File: src/source/spi_loader_defines.svh
`ifndef SPI_LOADER_DEFINES_SVH
`define SPI_LOADER_DEFINES_SVH

// field widths
`define PAGE_W      12          // bubble page number
`define IMG_W       3           // image slot in flash
`define BUF_AW      15          // bubble output buffer address
`define CNT_W       12          // bit counter

// bad-loop table
`define MAP_DEPTH   4096        // one entry per loop

// flash layout
`define BOOT_PAGE   'h805       // bootloader lives here in every image
`define SPI_READ_OP 8'h03       // plain read, 24-bit address

// bit counts per phase
`define BOOT_BITS   2656        // bootloader
`define MAP_BITS    1200        // 1168 map bits + 32 trailing bits
`define PRE_BITS    6           // masked preamble before page data
`define PAGE_BITS   1030        // good loops per page

// buffer start addresses, word index x 2
`define BOOT_BASE   4106        // 2053 x 2
`define PAGE_BASE   14336       // 7168 x 2

`endif

File: src/source/spi_loader_pkg.sv
`default_nettype none

`include "spi_loader_defines.svh"

package spi_loader_pkg;

    typedef enum logic [4:0] {
        S_REARM,        // wait for load_req low
        S_READY,        // wait for load_req high
        S_CMD_LOAD,     // build read command
        S_CMD_CS,       // drop cs_n, first shift
        S_CMD_LO,       // command bit, sck low
        S_CMD_HI,       // command bit, sck high
        S_BOOT_INIT,    // boot phase setup
        S_MAP_INIT,     // map phase setup
        S_DAT_LO,       // data bit, sck low
        S_DAT_HI,       // data bit, sample miso
        S_DAT_WR,       // buffer strobe
        S_DAT_INC,      // bump addresses
        S_PRE_INIT,     // preamble setup
        S_PAGE_INIT,    // page setup
        S_PG_LO,        // page bit, sck low
        S_PG_RD,        // table read, sck high
        S_PG_SEL,       // pick data from mask
        S_PG_WR,        // buffer strobe
        S_PG_INC        // bump address, check loop
    } loader_state_e;

    typedef enum logic [2:0] {
        PH_CMD,
        PH_BOOT,
        PH_MAP,
        PH_PRE,
        PH_PAGE
    } load_phase_e;

    typedef logic [`BUF_AW-1:0] buf_addr_t;
    typedef logic [`PAGE_W-1:0] page_t;
    typedef logic [`CNT_W-1:0]  bit_cnt_t;

endpackage

`default_nettype wire

File: src/source/spi_cmd_shifter.sv
`timescale 1ns/1ps
`default_nettype none

`include "spi_loader_defines.svh"

module spi_cmd_shifter
    import spi_loader_pkg::*;
(
    input  logic              MCLK,
    input  logic              rst_n,
    input  logic              cmd_load,
    input  logic              cmd_shift,
    input  logic              page_sel,       // low forces bootloader page
    input  logic [`IMG_W-1:0] img_num,
    input  page_t             page_num,
    output logic              mosi
);

    // pad bit + opcode + 24-bit address
    localparam int CMD_W = 33;

    logic [CMD_W-1:0] cmd_sr;
    page_t            cmd_page;

    assign cmd_page = page_sel ? page_num : page_t'(`BOOT_PAGE);

    // address is 00 iii pppppppppppp 0000000, 128-byte pages
    always_ff @(posedge MCLK)
    begin
        if (!rst_n)
            cmd_sr <= '0;
        else if (cmd_load)
            cmd_sr <= {1'b0, `SPI_READ_OP, 2'b00, img_num, cmd_page, 7'b000_0000};
        else if (cmd_shift)
            cmd_sr <= {cmd_sr[CMD_W-2:0], 1'b0};    // msb first
    end

    assign mosi = cmd_sr[CMD_W-1];

endmodule

`default_nettype wire

File: config.mk
export PLATFORM = sky130hd
export DESIGN_NAME = spi_cmd_shifter
export DESIGN_NICKNAME = d
export VERILOG_FILES = /design/src/source/spi_loader_pkg.sv /design/src/source/spi_cmd_shifter.sv
export VERILOG_INCLUDE_DIRS = /design/src /design/src/source
export SDC_FILE = /design/constraint.sdc
export NUM_CORES = 1
export LEC_CHECK = 0
export BUFFER_PORTS_ARGS = -buffer_cell sky130_fd_sc_hd__buf_2
export CORE_ASPECT_RATIO = 0.8
export CORE_MARGIN = 2
export CORE_UTILIZATION = 52
export CTS_CLUSTER_DIAMETER = 30
export DETAILED_ROUTE_END_ITERATION = 6
export PLACE_DENSITY = 0.75
export SKIP_LAST_GASP = 1
export SLEW_MARGIN = 15
export SYNTH_ARGS = -nofsm -noshare
export SYNTH_HDL_FRONTEND = slang
export SYNTH_SLANG_ARGS = --single-unit
File: constraint.sdc
create_clock -name MCLK -period 1.5 [get_ports MCLK]
set_clock_uncertainty 0.2 [all_clocks]
set_input_delay 0.225 -clock MCLK [delete_from_list [all_inputs] [get_ports MCLK]]
set_output_delay 0.225 -clock MCLK [all_outputs]
set_load 0.02 [all_outputs]
# Word level (Yosys, flattened, before mapping)
# Index checks and enable logic that the tools add are counted.
[word_totals]
memories = 0
mem_bits_rw = 0
wordCells = 8
latchBits = 0
regBits = 26
output_inout_bits = 1
in_bits = 20
mem_bits_ro = 0
[op_classes]
n_mux = 3
magnitude_cmp = 0
n_bitwise = 1
n_eq_ne = 0
n_reduce_logical = 2
n_addsub = 0
n_mul = 0
div_mod_pow = 0
shifts = 0
[op_table]
columns = ["operator", "count"]
rows = [
  ["two-way mux 26 bit", 2],
  ["two-way mux 12 bit", 1],
  ["nonzero test 2 bit", 1],
  ["OR reduction 2 bit", 1],
  ["inverter 1 bit", 1],
]

# Logic depth before layout (Yosys ltp)
[logic_depth]
ltp_word = 2
ltp_mapped = 4
ltp_nobuf = 2

# Least setup slack after synthesis
# OpenSTA, ideal clock, no wires.
[synth_path]
kind = "input to register"
start = "input cmd_shift"
end = "register cmd_sr[10]"
n_path_buf = 2
stages = 4
slack_ns = 0.228
required_time_ns = 1.184
t_arrival_ns = 0.956
setup_ns = 0.116
path_cell_list = "buf_6 > buf_12 > mux2_4 > o211a_1"
[synth_via]
elab_chain_cells = 1
[synth_lines]
columns = ["element", "line_no", "source"]
rows = [
  ["start, declared", "spi_cmd_shifter.sv:12", "input logic cmd_shift,"],
  ["nonzero test 2 bit (no source line)", "-", ""],
  ["end signal, assigned", "spi_cmd_shifter.sv:33", "cmd_sr <= {1'b0, `SPI_READ_OP, 2'b00, img_num, cmd_page, 7'b000_0000};"],
  ["end signal, assigned", "spi_cmd_shifter.sv:35", "cmd_sr <= {cmd_sr[CMD_W-2:0], 1'b0};"],
  ["end, declared", "spi_cmd_shifter.sv:22", "logic [CMD_W-1:0] cmd_sr;"],
]
# No other way between the ends.
# A chain may end at the register's enable or synchronous reset.

# Worst setup path after layout
[layout_path]
start = "register cmd_sr[32]"
end = "output mosi"
[layout_lines]
columns = ["element", "line_no", "source"]
rows = [
  ["end, declared", "spi_cmd_shifter.sv:16", "output logic mosi"],
]
# No word-level cell between the ends.

==> reports/results.md <==
Status
• **outcome** complete, no violations

STA
• **post-layout min period** 1.24 ns
• **number of slew-limit violations in the final report** 0
• **unrepaired setup endpoints after global routing** no
• **Final period util** 82.4%
• **final setup violation count** 0
• **slew at the pin closest to its max-slew limit** 0.351 ns
• **post-route worst setup slack** 0.264 ns
• **Hold Slack** 0.0199 ns
• **FMAX** 809 MHz
• **Final Hold Violating Endpoints** 0
• **Setup Total Neg Slack** 0 ns
• **worst-case headroom to the max-slew limit** 76.6%

Final layout
• **register name with the most flops** cmd_sr
• **number of diodes added for antenna fixing** 0
• **Layout Cells excl Fill** 149
• **Seq. cell area** 520 µm²
• **area of combinational cells with multiple inputs** 642 µm²
• **fillers** 176
• **flip-flop count of the largest register after layout** 26
• **proportion of layout cells with a drive suffix above 1** 44.4%
• **largest registers in the final layout** cmd_sr x26
• **Area growth, synth to finish** 12.9%
• **post-route cell area** 1390 µm²
• **Final nets** 146

Worst setup path
• **delay-heaviest family, CP** flip-flops
• **arrival time worst endpoint** 0.81 ns
• **Largest stage delay, worst path** 0.35 ns
• **Critical Path End Type** output port
• **cells traversed along the worst timing path** buf_2
• **Data required, critical path** 1.07 ns
• **standard cell with the maximum stage delay on the critical path** dfxtp_1
• **worst path bufs/invs** 1
• **critical setup path kind** reg2out
• **critical path peak fanout** 2
• **Critical Path Source Type** register

Clocking
• **quantity of gates resized following cts** 0
• **CTS buffer count** 3
• **number of clock sinks seen by CTS** 26
• **clock root cell** clkbuf_4
• **CTS clock-pin slew for the worst setup and hold paths** 0.12 ns
• **Clock H-tree levels** 1
• **Clock Path Buffers** 2
• **total setup buffers inserted after CTS** 0
• **TritonCTS clock tree** built
• **hold buffer count at CTS** 2
• **clock insertion delay at the later pin of the skew report** 0.30 ns

GRT
• **first-pass GRT wire length** 3430 µm
• **grt total ovfl** 0
• **number of global-route vias before repair** 793
• **overall global routing resource usage** 16.9%
• **largest net degree at the start of global routing** 24
• **antenna violations before repair** 0

Placed design
• **Placed Area** 1350 µm²
• **HPWL after detailed placement** 1540 µm
• **Routability Congestion** 0.699
• **dpl cells** 144
• **number of buffers added on ports** 20
• **placement-stage worst setup slack** 0.00765 ns

Die
• **number of core rows** 15
• **Die Footprint** 2780 µm²
• **Die Ht** 47.6 µm
• **num ports** 21
• **width of the chip** 58.5 µm
• **starting utilization of the core area** 56.2%
• **floorplan core area** 2200 µm²

Detailed routing
• **number of nets with antenna violations after routing** 0
• **routed length per placed instance** 13.7 µm
• **iteration-0 DRC count of the detailed router** 12
• **total vias in the final route** 814
• **Final Routed Wirelength** 2040 µm
• **count of unresolved DRC violations after routing** 0
• **detailed-route vias per instance** 5.46
• **number of optimization iterations in the first detailed-route pass** 4

Synth
• **number of instances in the synthesized netlist** 103
• **distinct cell type count after synthesis** 18
• **cell area after technology mapping** 1230 µm²
• **number of enable-type register cells in the synthesized netlist** 0
• **XOR/XNOR Fraction of Synth Area** 0%
• **commonest cells in the synthesized netlist** 26 x dfxtp_1, 13 x o211a_1, 10 x mux2_4
• **most common cell in the netlist** dfxtp_1
• **complex-gate fraction of the synthesized area** 20.9%
• **Synthesized Nets** 123
• **flop and latch count out of synthesis** 26
• **cell type with the highest aggregate area in the netlist** dfxtp_1
• **ys flop type** dfxtp_1
• **area share of the leading cell type in the synthesized netlist** 42.1%
• **sequential share of the synthesized area** 42.1%
• **mean post-synth cell area** 12.0 µm²
• **portion of netlist area occupied by mux cells** 24.9%
• **simple-gate area share of the yosys netlist** 6.18%
• **warning count from the yosys run** 0
• **FFs w/ async S/R, synth** 0%
• **post-synthesis share of cell area spent on full adders, half adders and majority gates** 0%
• **main area contributors after synthesis** dfxtp_1 42%, mux2_4 12%, o211a_1 11%
• **dominant combinational cell family by area after synthesis** multiplexers

Power
• **power density over the cells** 873 nW/µm²
• **switch share** 22.5%
• **internal power contribution** 944 µW
• **leakage component of the power** 0.733 nW
• **Clk pwr share** 22.6%
• **sequential group share of total power** 60.9%
• **share of power burned in combinational logic** 16.6%
• **worst-case vdd ir drop** 0.000682 V
• **switching power summed over all nets** 273 µW

Job
• **max-cap violations** 0

Hold path
• **min-delay worst type** in2reg

[final timing paths]
check | cells after the start | slack, ns | endpoint | from
setup reg to reg | 2 | 0.38 | cmd_sr[9] | cmd_sr[8]
setup / recovery | 1 | 0.26 | mosi | cmd_sr[32]
hold reg to reg | 2 | 0.31 | cmd_sr[22] | cmd_sr[22]
hold / removal | 2 | 0.02 | cmd_sr[11] | rst_n
[kinds of logic (layout without fill, tap and decap cells)]
group                  after synthesis  count (layout)
AO/OA/AOI/OAI                       26              26
buffers and inverters               10              31
multiplexers                        25              25
flip-flops                          26              26
AND/OR/NAND/NOR                     16              16
[through the flow]
step / util, % / total power, mW
floorplan: - / 0.906
global placement: 61.5 / 0.946
detailed placement: 61.5 / 0.956
CTS: 63.5 / 1.23
global route: 63.5 / 1.27
finish: 63.5 / 1.22
[area by class of cell]
type / instances / share of cell area (%)
Multi-Input combinational cell: 67 / 46.1
Tap cell: 25 / 2.24
Sequential cell: 26 / 37.3
Clock buffer: 3 / 1.62
Timing Repair Buffer: 28 / 12.7
[routing by layer]
layer  global-route usage, %  vias to the layer above  part of all wire [%]
met5                       0                        -                     0
met3                    6.22                        2                   4.0
met2                    31.2                       14                    49
met4                    4.19                        0                  0.59
li1                        -                      419                     -
met1                    18.9                      379                    46
[placed cells by master (no fill, tap or decap), drive strengths merged]
cell          n
dlygate4sd3   2
o21a          2
nor2          9
nor2b         1
nand2b        4
clkbuf        3
buf          26
nand2         1
nand3b        1
o221a         2
a21bo         9
mux2         16
dfxtp        26
mux2i         9
o211a        13
[power by group through the flow]
| stage | combinational [mW] | sequential, mW | clock (mW) |
|---|---|---|---|
| 2_1_floorplan | 0.155 | 0.751 | 0 |
| 3_3_place_gp | 0.191 | 0.755 | 0 |
| 3_5_place_dp | 0.199 | 0.757 | 0 |
| 4_1_cts | 0.203 | 0.741 | 0.287 |
| 5_1_grt | 0.219 | 0.746 | 0.310 |
| 6_report | 0.202 | 0.741 | 0.275 |
Power figures use the tool's default switching activity.
