**config.mk**
```make
export PLATFORM = sky130hd
export DESIGN_NAME = load_counter
export DESIGN_NICKNAME = d
export VERILOG_FILES = /design/src/source/spi_loader_pkg.sv /design/src/source/load_counter.sv
export VERILOG_INCLUDE_DIRS = /design/src /design/src/source
export SDC_FILE = /design/constraint.sdc
export NUM_CORES = 1
export LEC_CHECK = 0
export ABC_AREA = 1
export BUFFER_PORTS_ARGS = -buffer_cell sky130_fd_sc_hd__buf_2
export CAP_MARGIN = 20
export CORE_ASPECT_RATIO = 1.25
export CORE_MARGIN = 2
export CORE_UTILIZATION = 35
export CTS_BUF_LIST = sky130_fd_sc_hd__clkbuf_8 sky130_fd_sc_hd__clkbuf_16
export DETAILED_ROUTE_END_ITERATION = 7
export PLACE_DENSITY = 0.59
export SETUP_SLACK_MARGIN = 0.05
export SLEW_MARGIN = 20
export SYNTH_ARGS = -nofsm -noshare
export SYNTH_HDL_FRONTEND = slang
export SYNTH_SLANG_ARGS = --single-unit
```
**constraint.sdc**
```tcl
create_clock -name MCLK -period 1.8 [get_ports MCLK]
set_input_delay 0.09 -clock MCLK [delete_from_list [all_inputs] [get_ports MCLK]]
set_output_delay 0.09 -clock MCLK [all_outputs]
set_load 0.05 [all_outputs]
```
**src/source/spi_loader_defines.svh**
```systemverilog
`ifndef SPI_LOADER_DEFINES_SVH
`define SPI_LOADER_DEFINES_SVH

// field widths
`define PAGE_W      12          // bubble page number
`define IMG_W       3           // image slot in flash
`define BUF_AW      15          // bubble output buffer address
`define CNT_W       12          // bit counter

// bad-loop table
`define MAP_DEPTH   4096        // one entry per loop

// flash layout
`define BOOT_PAGE   'h805       // bootloader lives here in every image
`define SPI_READ_OP 8'h03       // plain read, 24-bit address

// bit counts per phase
`define BOOT_BITS   2656        // bootloader
`define MAP_BITS    1200        // 1168 map bits + 32 trailing bits
`define PRE_BITS    6           // masked preamble before page data
`define PAGE_BITS   1030        // good loops per page

// buffer start addresses, word index x 2
`define BOOT_BASE   4106        // 2053 x 2
`define PAGE_BASE   14336       // 7168 x 2

`endif

```
**src/source/spi_loader_pkg.sv**
```systemverilog
`default_nettype none

`include "spi_loader_defines.svh"

package spi_loader_pkg;

    typedef enum logic [4:0] {
        S_REARM,        // wait for load_req low
        S_READY,        // wait for load_req high
        S_CMD_LOAD,     // build read command
        S_CMD_CS,       // drop cs_n, first shift
        S_CMD_LO,       // command bit, sck low
        S_CMD_HI,       // command bit, sck high
        S_BOOT_INIT,    // boot phase setup
        S_MAP_INIT,     // map phase setup
        S_DAT_LO,       // data bit, sck low
        S_DAT_HI,       // data bit, sample miso
        S_DAT_WR,       // buffer strobe
        S_DAT_INC,      // bump addresses
        S_PRE_INIT,     // preamble setup
        S_PAGE_INIT,    // page setup
        S_PG_LO,        // page bit, sck low
        S_PG_RD,        // table read, sck high
        S_PG_SEL,       // pick data from mask
        S_PG_WR,        // buffer strobe
        S_PG_INC        // bump address, check loop
    } loader_state_e;

    typedef enum logic [2:0] {
        PH_CMD,
        PH_BOOT,
        PH_MAP,
        PH_PRE,
        PH_PAGE
    } load_phase_e;

    typedef logic [`BUF_AW-1:0] buf_addr_t;
    typedef logic [`PAGE_W-1:0] page_t;
    typedef logic [`CNT_W-1:0]  bit_cnt_t;

endpackage

`default_nettype wire

```
**src/source/load_counter.sv**
```systemverilog
`timescale 1ns/1ps
`default_nettype none

`include "spi_loader_defines.svh"

module load_counter
    import spi_loader_pkg::*;
(
    input  logic        MCLK,
    input  logic        rst_n,
    input  logic        cnt_clr,
    input  logic        cnt_inc,
    input  logic        addr_inc,
    input  logic        page_sel,       // picks page or boot base
    input  load_phase_e phase,
    output logic        limit_hit,
    output buf_addr_t   buf_waddr
);

    bit_cnt_t bit_cnt;

    always_ff @(posedge MCLK)
    begin
        if (!rst_n)
            bit_cnt <= '0;
        else if (cnt_clr)
            bit_cnt <= '0;
        else if (cnt_inc)
            bit_cnt <= bit_cnt + 1'b1;
    end

    always_ff @(posedge MCLK)
    begin
        if (!rst_n)
            buf_waddr <= '0;
        else if (cnt_clr && ((phase == PH_BOOT) || (phase == PH_PRE)))
            buf_waddr <= page_sel ? buf_addr_t'(`PAGE_BASE) : buf_addr_t'(`BOOT_BASE);
        else if (addr_inc)
            buf_waddr <= buf_waddr + 1'b1;  // one buffer bit per strobe
    end

    always_comb
    begin
        case (phase)
            PH_BOOT: limit_hit = (bit_cnt == bit_cnt_t'(`BOOT_BITS));
            PH_MAP:  limit_hit = (bit_cnt == bit_cnt_t'(`MAP_BITS));
            PH_PRE:  limit_hit = (bit_cnt == bit_cnt_t'(`PRE_BITS));
            PH_PAGE: limit_hit = (bit_cnt == bit_cnt_t'(`PAGE_BITS));
            default: limit_hit = bit_cnt[5];        // 32 command bits
        endcase
    end

endmodule

`default_nettype wire

```
* After elaboration in Yosys (flattened, before gate mapping)
Index checks and enable logic that the tools add are counted.
Word-level totals: input bits 9, flip-flop bits (word level) 27, output and inout bits 16, word-level logic and storage cells 21
Operators by class: reduce and logical (&&, ||, !) cells 4, add/subtract/negate cells 2, equal/unequal tests 8, bitwise gates (word level) 1, multiplexer cells 4
Operators by type and width (count):
- $mux W15 | 2
- $eq A12 B11 Y1 const B | 2
- $add A15 B1 Y15 const B | 1
- $mux W14 | 1
- $add A12 B1 Y12 const B | 1
- $eq A12 B12 Y1 const B | 1
- $eq A12 B3 Y1 const B | 1
- $eq A3 B2 Y1 const B | 2
- $pmux W1 S4 | 1
- $eq A3 B1 Y1 const B | 1
- $eq A3 B3 Y1 const B | 1
- $reduce_bool A2 Y1 | 1
- $reduce_or A2 Y1 | 1
- $logic_and A1 B1 Y1 | 1
- $logic_or A1 B1 Y1 | 1
- $not A1 Y1 | 1

* Logic depth before layout (Yosys ltp)
depth after elaboration 4, gate-level depth with buffers 9, depth with buffers taken out 9

* Worst setup path after synthesis
OpenSTA, ideal clock, no wires.
path kind reg2reg, start register buf_waddr[0], end register buf_waddr[12], required time 1.691 ns, path buffers 0, period minus slack after synthesis 1.743 ns, cell stages (with the launch flop) 9, arrival time 1.634 ns, path slack 0.057 ns, cell sequence dfxtp_1 > ha_1 > nand2_1 > nor2_1 > nand3_1 > o21ai_0 > nand3_1 > nand2_1 > inv_1
Between the ends: word-level cells in the longest chain between the ends 3
RTL lines:
- start, declared | RTL line load_counter.sv:17 | output buf_addr_t buf_waddr
- start signal, assigned | RTL line load_counter.sv:37 | buf_waddr <= page_sel ? buf_addr_t'(`PAGE_BASE) : buf_addr_t'(`BOOT_BASE);
- start signal, assigned | RTL line load_counter.sv:39 | buf_waddr <= buf_waddr + 1'b1;
- $add A15 B1 Y15 | RTL line load_counter.sv:39
- $mux W15 | RTL line load_counter.sv:38 | else if (addr_inc)
- $mux W15 | RTL line load_counter.sv:36 | else if (cnt_clr && ((phase == PH_BOOT) || (phase == PH_PRE)))
Every way passes these cells. The select of a mux whose other input is x is not followed. A chain may end at the register's enable or synchronous reset.

* Final worst setup path
start register bit_cnt[1], end output limit_hit
Between the ends: word-level cells in the longest chain between the ends 2, elaborated cells between the ends (all ways) 5
RTL lines:
- start, declared | RTL line load_counter.sv:20 | bit_cnt_t bit_cnt;
- start signal, assigned | RTL line load_counter.sv:29 | bit_cnt <= bit_cnt + 1'b1;
- $eq A12 B11 Y1 (tied with other cells) | RTL line load_counter.sv:48 | PH_PAGE: limit_hit = (bit_cnt == bit_cnt_t'(`PAGE_BITS));
- $pmux W1 S4 * | RTL line load_counter.sv:44 | case (phase)
- end, declared | RTL line load_counter.sv:16 | output logic limit_hit,
Mark *: on every way between the ends. The rest lies on a longest branch, timed or not.

==> reports/qor.txt <==
=====================================================================================================
Cell types occupying the most area after synthesis                                       sky130_fd_sc_hd__dfxtp_1 36%, sky130_fd_sc_hd__nand2_1 15%, sky130_fd_sc_hd__inv_1 8.3%
WL per Instance                                                                               10.6 um
Post-Synthesis Cells                                                                              230
Clock slew at the register clock pins of the worst setup and hold paths                       0.10 ns
DIE WIDTH                                                                                     62.5 um
Final-stage net count                                                                             270
Outcome                                                                                  complete, no violations
Clock latency reported for the late side of the worst-skew pair                               0.28 ns
First-pass GRT wire length                                                                    6090 um
Timing-limited maximum frequency                                                              609 MHz
Pin count of the biggest net entering global routing                                               17
Worst R2R Path Depth                                                                                8
Worst setup skew after layout                                                              0.00277 ns
Slack of the worst reg-to-reg path                                                            0.32 ns
Ratio of cells with drive above 1 in the final layout                                           16.7%
Most common cell after layout, fill and taps aside                                       sky130_fd_sc_hd__nand2_1
Most area-hungry cell type in the Yosys netlist                                          sky130_fd_sc_hd__dfxtp_1
Number of global-route vias before repair                                                        1414
Worst-margin pin slew                                                                        0.404 ns
Number of remaining DRC errors                                                                      0
Sum of net half-perimeters after detailed placement                                           2720 um
Worst IR drop on VDD                                                                           278 uV
Sum of negative setup slack                                                                      0 ns
Final Wtd Congestion                                                                            0.905
Synth Cell Area                                                                             1500 um^2
Post-route minimum period                                                                     1.64 ns
IO Pins                                                                                            25
Share of the clock period used by the worst path                                                91.2%
Detail-routed via count per cell                                                                 4.73
Leakage power of the design                                                                  0.773 nW
Hold path endpoint                                                                       buf_waddr[12]
Hold buffers post-CTS                                                                               0
Post-CTS setup-driven buffer insertion count                                                        0
Sequential fraction of the synthesis area                                                       36.1%
Initial cell density of the core                                                                36.5%
Overall routing resource usage                                                                  15.5%
Fraction of the mapped netlist area in compound gates                                           13.7%
Critical path data arrival time                                                               1.55 ns
Worst R2R Start                                                                          buf_waddr[0]
Number of hold violations in the final report                                                       0
Slew headroom                                                                                   73.0%
Post-Route WL                                                                                 3340 um
Power Dens Cells                                                                          643 nW/um^2
Min-Delay Path Depth                                                                                3
Ys Warns                                                                                            0
TritonCTS clock tree                                                                             done
Core footprint                                                                              4100 um^2
Type of the worst setup path                                                             flip-flop to output pin
Total count of max-transition violations in the final report                                        0
Highest net fanout along the worst path                                                             4
Total congestion overflow                                                                           0
Critical Path RT                                                                              1.71 ns
Total CTS buffers                                                                                   3
Share of Yosys cell area claimed by the top area cell type                                      36.1%
Net Count, Synth                                                                                  241
Register cell area after layout                                                              544 um^2
DRT iter0 DRCs                                                                                     79
Number of diodes added for antenna fixing                                                           0
Type of element capturing the critical path                                                output pin
Area added between synthesis and finish                                                         16.4%
Average size of a mapped cell                                                               6.51 um^2
Total of endpoints with negative setup slack in the final report                                    0
RSZ-0062 raised after global routing                                                            false
Clock Path Buffers                                                                                  2
Filler cell count in the final layout                                                             467
Quantity of gates resized following cts                                                             0
Most used cells in the layout excluding fill and tap cells                               60 x sky130_fd_sc_hd__nand2_1, 33 x sky130_fd_sc_hd__inv_1, 30 x sky130_fd_sc_hd__nor2_1
Vias                                                                                             1485
Distinct cells, synth                                                                              25
Hold Path Class                                                                          input pin to flip-flop
Area share of and/or/nand/nor cells after synthesis                                             38.5%
Yosys reg bits                                                                                     27
Footprint of the multi-input gates                                                           833 um^2
Antenna violation net count after detailed routing                                                  0
Clk root buf                                                                             sky130_fd_sc_hd__clkbuf_8
Die Outline Area                                                                            4820 um^2
Synth Area in XOR/XNOR                                                                          1.75%
Maximum Capacitance Violations                                                                      0
Initial antenna violation count                                                                     0
Multiplexer area fraction after synthesis                                                          0%
Kind of start point of the critical path                                                    flip-flop
Standard-cell row count                                                                            26
Post-synthesis share of cell area spent on full adders, half adders and majority gates          1.67%
Port Buffer Count                                                                                  24
First-pass iteration count of the detailed router                                                   4
Hold path start                                                                                 rst_n
Largest family of logic cells by synthesized area                                        simple AND/OR/NAND/NOR gates
Die Y-Extent                                                                                  77.1 um
H-tree lvl count                                                                                    1
Worst Hold Slack                                                                            0.0632 ns
Sink Count                                                                                         27
Endpoint of the worst-slack reg-to-reg timing path                                       buf_waddr[12]
=====================================================================================================
## layer usage
| metal | GRT usage [%] | vias to the layer above | part of all wire [%] |
|---|---|---|---|
| met5 | 0 | - | 0 |
| met4 | 6.00 | 0 | 2.1 |
| met3 | 2.35 | 8 | 4.1 |
| met2 | 28.3 | 33 | 50 |
| met1 | 18.0 | 650 | 44 |
| li1 | - | 794 | - |
## worst max-delay path by stage
stage          slack [ns]          from  cells past startpoint             to
2_1_floorplan        0.06  buf_waddr[0]                      8  buf_waddr[12]
6_report             0.16    bit_cnt[1]                      5      limit_hit
3_5_place_dp         0.31  buf_waddr[0]                      8  buf_waddr[12]
3_3_place_gp         0.35  buf_waddr[0]                      8  buf_waddr[12]
4_1_cts              0.10    bit_cnt[1]                      5      limit_hit
5_1_grt              0.08    bit_cnt[0]                      6      limit_hit
## cell families after synthesis
group,count (synthesis)
xor+xnor,3
buf+inv,33
compound gates,39
flops,27
simple gates,126
fa+ha+maj,2
## stage by stage
| step | cell area (um^2) | setup WS, ns | power, mW | util, % | instances |
|---|---|---|---|---|---|
| after CTS | 1740 | 0.102 | 1.14 | 42.4 | 314 |
| after global routing | 1740 | 0.0792 | 1.18 | 42.5 | 314 |
| final | 1740 | 0.158 | 1.12 | 42.5 | 314 |
| after detailed placement | 1690 | 0.313 | 0.779 | 41.2 | 310 |
| after global placement | 1690 | 0.346 | 0.780 | 41.2 | 310 |
| after floorplan | 1500 | 0.0573 | 0.735 | - | 230 |
## flip-flops by register name, indices dropped and copies added, names as in the netlist
register   count
bit_cnt       12
buf_waddr     15
## cells in the mapped netlist, drive strengths merged
master   n
o21ai   15
a21oi   21
nor3b    2
a31oi    1
ha       2
dfxtp   27
or2      1
xnor2    2
nand3b   1
inv     33
nand4    3
a211oi   1
nand2   62
nor2    33
nor3     9
nand3   15
o21bai   1
xor2     1
## layout make-up
| type | count | area share (%) |
|---|---|---|
| clock buffers | 3 | 2.37 |
| clock inverters | 1 | 0.431 |
| inverters | 33 | 7.11 |
| multi-input cells | 170 | 47.8 |
| flip-flops and latches | 27 | 31.2 |
| well taps | 56 | 4.02 |
| repair buffers | 24 | 7.04 |
## where the power goes
part           internal [mW]  total (mW)  switching [mW]
combinational         0.0414       0.142           0.101
sequential             0.609       0.622          0.0132
clock                  0.157       0.355           0.198
total                  0.808        1.12           0.312
## worst max-delay path, stage by stage, from the launching register on
cell and delay, ns:
sky130_fd_sc_hd__dfxtp_1 0.34, sky130_fd_sc_hd__or2_2 0.31, sky130_fd_sc_hd__o21ai_0 0.18, sky130_fd_sc_hd__nand2_1 0.08
sky130_fd_sc_hd__a21oi_1 0.12, sky130_fd_sc_hd__clkbuf_4 0.24
No activity file was read; power rests on OpenSTA's default activity.
