===== config.mk =====
export PLATFORM = sky130hd
export DESIGN_NAME = loader_fsm
export DESIGN_NICKNAME = d
export VERILOG_FILES = /design/src/source/spi_loader_pkg.sv /design/src/source/loader_fsm.sv
export VERILOG_INCLUDE_DIRS = /design/src /design/src/source
export SDC_FILE = /design/constraint.sdc
export NUM_CORES = 1
export LEC_CHECK = 0
export BUFFER_PORTS_ARGS = -buffer_cell sky130_fd_sc_hd__buf_4
export CAP_MARGIN = 25
export CORE_MARGIN = 3
export CORE_UTILIZATION = 52
export DETAILED_ROUTE_END_ITERATION = 8
export PLACE_DENSITY = 0.79
export SLEW_MARGIN = 40
export SYNTH_ARGS = -nofsm -noshare
export SYNTH_HDL_FRONTEND = slang
export SYNTH_SLANG_ARGS = --single-unit

===== constraint.sdc =====
create_clock -name MCLK -period 2.15 [get_ports MCLK]
set_input_delay 0.43 -clock MCLK [delete_from_list [all_inputs] [get_ports MCLK]]
set_output_delay 0.43 -clock MCLK [all_outputs]
set_load 0.02 [all_outputs]

===== src/source/spi_loader_defines.svh =====
`ifndef SPI_LOADER_DEFINES_SVH
`define SPI_LOADER_DEFINES_SVH

// field widths
`define PAGE_W      12          // bubble page number
`define IMG_W       3           // image slot in flash
`define BUF_AW      15          // bubble output buffer address
`define CNT_W       12          // bit counter

// bad-loop table
`define MAP_DEPTH   4096        // one entry per loop

// flash layout
`define BOOT_PAGE   'h805       // bootloader lives here in every image
`define SPI_READ_OP 8'h03       // plain read, 24-bit address

// bit counts per phase
`define BOOT_BITS   2656        // bootloader
`define MAP_BITS    1200        // 1168 map bits + 32 trailing bits
`define PRE_BITS    6           // masked preamble before page data
`define PAGE_BITS   1030        // good loops per page

// buffer start addresses, word index x 2
`define BOOT_BASE   4106        // 2053 x 2
`define PAGE_BASE   14336       // 7168 x 2

`endif


===== src/source/spi_loader_pkg.sv =====
`default_nettype none

`include "spi_loader_defines.svh"

package spi_loader_pkg;

    typedef enum logic [4:0] {
        S_REARM,        // wait for load_req low
        S_READY,        // wait for load_req high
        S_CMD_LOAD,     // build read command
        S_CMD_CS,       // drop cs_n, first shift
        S_CMD_LO,       // command bit, sck low
        S_CMD_HI,       // command bit, sck high
        S_BOOT_INIT,    // boot phase setup
        S_MAP_INIT,     // map phase setup
        S_DAT_LO,       // data bit, sck low
        S_DAT_HI,       // data bit, sample miso
        S_DAT_WR,       // buffer strobe
        S_DAT_INC,      // bump addresses
        S_PRE_INIT,     // preamble setup
        S_PAGE_INIT,    // page setup
        S_PG_LO,        // page bit, sck low
        S_PG_RD,        // table read, sck high
        S_PG_SEL,       // pick data from mask
        S_PG_WR,        // buffer strobe
        S_PG_INC        // bump address, check loop
    } loader_state_e;

    typedef enum logic [2:0] {
        PH_CMD,
        PH_BOOT,
        PH_MAP,
        PH_PRE,
        PH_PAGE
    } load_phase_e;

    typedef logic [`BUF_AW-1:0] buf_addr_t;
    typedef logic [`PAGE_W-1:0] page_t;
    typedef logic [`CNT_W-1:0]  bit_cnt_t;

endpackage

`default_nettype wire


===== src/source/loader_fsm.sv =====
`timescale 1ns/1ps
`default_nettype none

module loader_fsm
    import spi_loader_pkg::*;
(
    input  logic        MCLK,
    input  logic        rst_n,
    input  logic        load_req,       // level request from emulator
    input  logic        page_sel,       // 0 boot load, 1 page load
    input  logic        miso,
    input  logic        limit_hit,      // current phase count reached
    input  logic        map_good,       // table entry from last read
    output logic        cs_n,
    output logic        sck,
    output logic        buf_wr_n,
    output logic        buf_wdata,
    output logic        cnt_clr,
    output logic        cnt_inc,
    output logic        addr_inc,
    output logic        map_wr,
    output logic        map_rd,
    output logic        map_inc,
    output logic        cmd_load,
    output logic        cmd_shift,
    output load_phase_e phase
);

    loader_state_e state;
    loader_state_e state_nxt;

    always_comb
    begin
        state_nxt = state;
        case (state)
            S_REARM:
                if (!load_req)
                    state_nxt = S_READY;            // request released
            S_READY:
                if (load_req)
                    state_nxt = S_CMD_LOAD;
            S_CMD_LOAD:  state_nxt = S_CMD_CS;
            S_CMD_CS:    state_nxt = S_CMD_LO;
            S_CMD_LO:    state_nxt = S_CMD_HI;
            S_CMD_HI:
                if (!limit_hit)
                    state_nxt = S_CMD_LO;           // more command bits
                else if (page_sel)
                    state_nxt = S_PRE_INIT;
                else
                    state_nxt = S_BOOT_INIT;
            S_BOOT_INIT: state_nxt = S_DAT_LO;
            S_MAP_INIT:  state_nxt = S_DAT_LO;
            S_DAT_LO:    state_nxt = S_DAT_HI;
            S_DAT_HI:    state_nxt = S_DAT_WR;
            S_DAT_WR:    state_nxt = S_DAT_INC;
            S_DAT_INC:
                if (!limit_hit)
                    state_nxt = S_DAT_LO;
                else if (phase == PH_BOOT)
                    state_nxt = S_MAP_INIT;         // bootloader done, map follows
                else
                    state_nxt = S_REARM;            // map done, end of boot load
            S_PRE_INIT:  state_nxt = S_PG_RD;       // preamble needs no flash bits
            S_PAGE_INIT: state_nxt = S_PG_LO;
            S_PG_LO:     state_nxt = S_PG_RD;
            S_PG_RD:     state_nxt = S_PG_SEL;
            S_PG_SEL:    state_nxt = S_PG_WR;
            S_PG_WR:     state_nxt = S_PG_INC;
            S_PG_INC:
                if (!map_good)
                    state_nxt = S_PG_RD;            // bad loop, sck stays high
                else if (!limit_hit)
                    state_nxt = (phase == PH_PAGE) ? S_PG_LO : S_PG_RD;
                else if (phase == PH_PRE)
                    state_nxt = S_PAGE_INIT;
                else
                    state_nxt = S_REARM;
            default:     state_nxt = S_REARM;
        endcase
    end

    // pins follow the state they belong to, registered off next state
    always_ff @(posedge MCLK)
    begin
        if (!rst_n)
        begin
            state    <= S_READY;
            phase    <= PH_CMD;
            cs_n     <= 1'b1;
            sck      <= 1'b1;
            buf_wr_n <= 1'b1;
        end
        else
        begin
            state    <= state_nxt;
            cs_n     <= (state_nxt == S_REARM) || (state_nxt == S_READY) ||
                        (state_nxt == S_CMD_LOAD);
            sck      <= !((state_nxt == S_CMD_LO) || (state_nxt == S_DAT_LO) ||
                          (state_nxt == S_PG_LO));         // falling sck shifts
            buf_wr_n <= !((state_nxt == S_DAT_WR) || (state_nxt == S_PG_WR));
            case (state_nxt)
                S_CMD_LOAD:  phase <= PH_CMD;
                S_BOOT_INIT: phase <= PH_BOOT;
                S_MAP_INIT:  phase <= PH_MAP;
                S_PRE_INIT:  phase <= PH_PRE;
                S_PAGE_INIT: phase <= PH_PAGE;
                default:     phase <= phase;
            endcase
        end
    end

    // sampled flash bit or mask result for the buffer
    always_ff @(posedge MCLK)
    begin
        if (state == S_DAT_HI)
            buf_wdata <= miso;                      // sck just rose
        else if (state == S_PG_SEL)
            buf_wdata <= map_good & ((phase == PH_PRE) ? 1'b1 : miso);  // bad loop writes 0
    end

    always_comb
    begin
        cnt_clr   = state inside {S_CMD_LOAD, S_BOOT_INIT, S_MAP_INIT,
                                  S_PRE_INIT, S_PAGE_INIT};
        cmd_load  = (state == S_CMD_LOAD);
        cmd_shift = (state == S_CMD_CS) || ((state == S_CMD_HI) && !limit_hit);
        cnt_inc   = cmd_shift || (state == S_DAT_HI) ||
                    ((state == S_PG_SEL) && map_good);       // good loops only
        addr_inc  = (state == S_DAT_INC) || (state == S_PG_INC);
        map_wr    = cmd_load || ((state == S_DAT_WR) && (phase == PH_MAP));
        map_rd    = cmd_load || (state == S_PG_RD);          // wr+rd together clears table addr
        map_inc   = ((state == S_DAT_INC) && (phase == PH_MAP)) || (state == S_PG_SEL);
    end

endmodule

`default_nettype wire


# After elaboration in Yosys (flattened, before gate mapping)
# Cells that the tools add are included.
# word_totals
output_inout_bits	15
wordCells	81
regBits	12
input_bits	7
# classes
bitwise_logic	1
reduce_logical	26
eq_ne	33
mux	15
# ops
cell	count
$pmux W5 S17	1
$eq A5 B4 Y1 const B	13
$eq A5 B3 Y1 const B	7
$mux W4	6
$eq A5 B5 Y1 const B	4
$eq A5 B2 Y1 const B	3
$pmux W3 S5	1
$logic_or A1 B1 Y1	12
$eq A5 B1 Y1 const B	2
$logic_not A5 Y1	2
$mux W5	2
$reduce_bool A5 Y1	2
$eq A3 B2 Y1 const B	2
$logic_and A1 B1 Y1	4
$mux W1	4
$reduce_or A2 Y1	2
$eq A3 B1 Y1 const B	1
$eq A3 B3 Y1 const B	1
$logic_not A1 Y1	3
$mux W3	1
$reduce_bool A2 Y1	1
$and A1 B1 Y1	1

# Logic depth before layout (Yosys ltp)
# depth
word_depth	9
ltp_mapped	7
depth_no_buf	5

# Least setup slack after synthesis
# Ideal clock, no wire load.
# synth_timing
path_kind	register to output
from	register phase[1]
to	output map_wr
n_path_buf	0
stages_incl_launch_ff	3
required_ps	1720
arrival_time_ps	2112
path_slack_ps	-392
path_cell_list	dfxtp_1 -> or3b_2 -> a2111oi_0
# synth_via
elab_chain_cells	3
# synth_lines
item	line_no	text
from (decl)	loader_fsm.sv:26	output load_phase_e phase
from (signal assigned)	loader_fsm.sv:108	default: phase <= phase;
$eq A3 B2 Y1	loader_fsm.sv:131	map_wr = cmd_load || ((state == S_DAT_WR) && (phase == PH_MAP));
$logic_and A1 B1 Y1	loader_fsm.sv:131	
$logic_or A1 B1 Y1	loader_fsm.sv:131	
to (decl)	loader_fsm.sv:21	output logic map_wr,
# Every way passes these cells.

# Worst setup path in the final report
# layout_timing
from	register state[4]
to	output cnt_inc
# layout_via
elab_chain_cells	5
elab_cells_between_ends	9
classes_between	eq/ne (4); reduce/logical (5)
# layout_lines
item	line_no	text
from (decl)	loader_fsm.sv:29	loader_state_e state;
from (signal assigned)	loader_fsm.sv:96	state <= state_nxt;
$eq A5 B3 Y1	loader_fsm.sv:127	cmd_shift = (state == S_CMD_CS) || ((state == S_CMD_HI) && !limit_hit);
$logic_and A1 B1 Y1	loader_fsm.sv:127	
$logic_or A1 B1 Y1	loader_fsm.sv:127	
$logic_or A1 B1 Y1	loader_fsm.sv:128	cnt_inc = cmd_shift || (state == S_DAT_HI) ||
$logic_or A1 B1 Y1 (*)	loader_fsm.sv:128	
to (decl)	loader_fsm.sv:19	output logic cnt_inc,
# Every way passes the cells marked *; elsewhere a longest branch is shown, timed or not.

==> key figures <==
Die
  – Die width: 49.2 um
  – Std-Cell Rows: 14
  – Die Height: 49.2 um
  – Initial Utilization: 59.6%
  – I/O Pins: 22
  – Full die area: 2420 um^2
  – Core Area: 1630 um^2

Placement
  – Setup WS pre-CTS: 0.0739 ns
  – DPL Wire Length: 1940 um
  – Port Buf Inserts: 21
  – Routability cong.: 0.894

STA
  – Tmin final: 2.04 ns
  – Slew Limit Fails: 0
  – Fmax: 491 MHz
  – Worst-margin pin slew: 0.441 ns
  – Worst slew margin: 70.3%
  – Final setup viols: 0
  – Hold Vio Cnt, Final: 0
  – Final period util: 94.8%
  – Worst Skew: 0.00759 ns
  – Setup ws final: 0.113 ns
  – RSZ-0062 raised after global routing: no
  – Worst hold margin: 0.401 ns
  – Fin Setup TNS: 0 ns

Yosys
  – Most used DFF post-synth: dfxtp_1
  – Top cells by count, synth: nand2_1, dfxtp_1, o21ai_0
  – Post-synthesis cell count: 126
  – Number of flops mapped to enable cells by yosys: 1
  – Mapped Nets: 133
  – Area of the mapped netlist: 971 um^2
  – Synth top area share: 22.7%
  – Post-synth ARST share: 0%
  – Flops & latches, synth: 12
  – Top-count cell post-synth: nand2_1
  – Synth area leader: dfxtp_1
  – Sequential-to-total area share from yosys stat: 25.8%
  – Synthesized area per cell: 7.71 um^2
  – Synth area leaders: dfxtp_1, nand2_1, o21ai_0, and2_1, nand3_1
  – Yosys cell types: 44
  – Yosys warnings: 0

Routing
  – Residual DRC count: 0
  – Drt initial violations: 17
  – Average wire per standard cell: 14.6 um
  – Antenna Violating Nets Remaining: 0
  – First-pass DRT Iterations: 4
  – DR vias: 1,031
  – WL final: 2580 um
  – DR vias/cell: 5.86

Final layout
  – Nets: 160
  – Antenna diode count: 0
  – Fraction of layout cells with a size suffix above 1: 35.5%
  – Area Growth Syn to Fin: 32.9%

Critical path
  – Critical Path RT: 1.72 ns
  – Crit path max fanout: 11
  – Worst EP arrival: 1.61 ns
  – R2R cell count: 6
  – CP endpoint kind: output port
  – Reg-to-Reg Start: state[2]$_SDFF_PN0_
  – Reg-to-reg endpoint: cs_n$_SDFF_PN1_
  – Flop2flop setup slack: 0.23 ns
  – Startpoint types: flip-flop
  – Kind of critical path: reg2out

Pwr
  – Power Total: 0.982 mW
  – Cell Pwr Density: 761 nW/um^2
  – P_leak: 0.571 nW
  – Peak VDD IR: 0.723 mV

Min path
  – Hold path cells: 2
  – Worst Hold Class: in2reg
  – Worst hold path endpoint: buf_wr_n$_SDFF_PN1_
  – Worst Min Path Start: rst_n

Global routing
  – First-pass GRT wire length: 4450 um
  – Initial antenna violation count: 0
  – GRT Util Overall: 22.7%
  – Largest net degree at the start of global routing: 15
  – Total grt overflow: 0
  – Number of global-route vias before repair: 1,002

Clocking
  – Register clock-pin slew on the reported worst setup and hold paths: 0.07 ns
  – Clock buffer depth: 2
  – Root buf cell: clkbuf_4
  – TritonCTS Buffers: 3
  – Htree depth: 1
  – Sinks on Clock Net: 12
  – CTS tree: yes
  – Hold buffers post-CTS: 0
  – Clock Latency Late Sink: 0.27 ns

Status
  – Status: completed

Job
  – Max Cap Viol: 0
[cells in the final DEF (no fill, tap or decap), types with 3 or more instances in the layout]
cell type	n
inv_1	4
buf_4	28
dfxtp_1	5
o21ai_0	7
nand3_1	7
clkbuf_4	3
and2_1	6
a21o_1	3
and3_1	4
nor2b_1	3
nand2_1	14
nor4bb_1	3
a21oi_1	4
nor3_1	6
nor2_1	5
dfxtp_2	4
[per-stage QoR]
stage,cells,instance area (um^2),utilization [%]
after floorplan,126,977,-
after global placement,171,1180,72.7
after detailed placement,171,1180,72.7
after CTS,175,1230,75.6
after global routing,176,1290,79.2
final,176,1290,79.2
[critical path, cell delays in order (launching register included)]
cell	delay (ns)
dfxtp_4	0.42
buf_4	0.17
nor4bb_1	0.26
a21oi_1	0.06
nor3_1	0.16
or2_4	0.15
buf_6	0.10
[cell families (layout without fill, tap and decap cells)]
family,count (synthesis),in the layout,share of synthesized area (%)
flip-flops,12,12,25.8
AND/OR/NAND/NOR,72,72,44.2
AO/OA/AOI/OAI,30,30,24.2
buffers and inverters,12,38,5.80
[report_power, final]
part           switching [mW]  internal [mW]  total (mW)
clock                  0.0711          0.103       0.174
combinational           0.264          0.239       0.502
sequential             0.0473          0.259       0.306
total                   0.382          0.600       0.982
[final cells by class]
class | count | area [um^2]
multi-input combinational | 102 | 713
fill | 136 | 339
timing repair buffer | 30 | 233
clock buffer | 4 | 36.3
sequential | 12 | 263
tap | 24 | 30.0
inverter | 4 | 15.0
[registers in the layout, indices dropped and copies added (netlist names)]
name / flops
buf_wdata: 1
cs_n: 1
state: 5
buf_wr_n: 1
sck: 1
phase: 3
[worst max-delay path by stage]
stage,from,end,slack (ns)
6_report,state[4]$_SDFF_PN0_,cnt_inc,0.11
5_1_grt,state[0]$_SDFF_PN1_,map_rd,0.01
4_1_cts,state[2]$_SDFF_PN0_,cnt_inc,-0.02
3_5_place_dp,limit_hit,phase[1]$_SDFFE_PN0P_,0.07
3_3_place_gp,limit_hit,phase[1]$_SDFFE_PN0P_,0.17
2_1_floorplan,phase[1]$_SDFFE_PN0P_,map_wr,0.11
[timing repair]
action / in CTS / in global routing
pin swaps: 0 / 1
setup endpoints to repair: 3 / 9
setup buffers: 0 / 1
resized for setup: 5 / 15
[routing by layer]
metal	share of wire (%)	track usage [%]	routed length [um]
met1	45	27.0	1150
met2	49	41.1	1280
met3	4.2	3.98	108
met4	1.7	6.16	43
met5	0	0	0
Note: power is estimated with default switching activity, not from simulation.
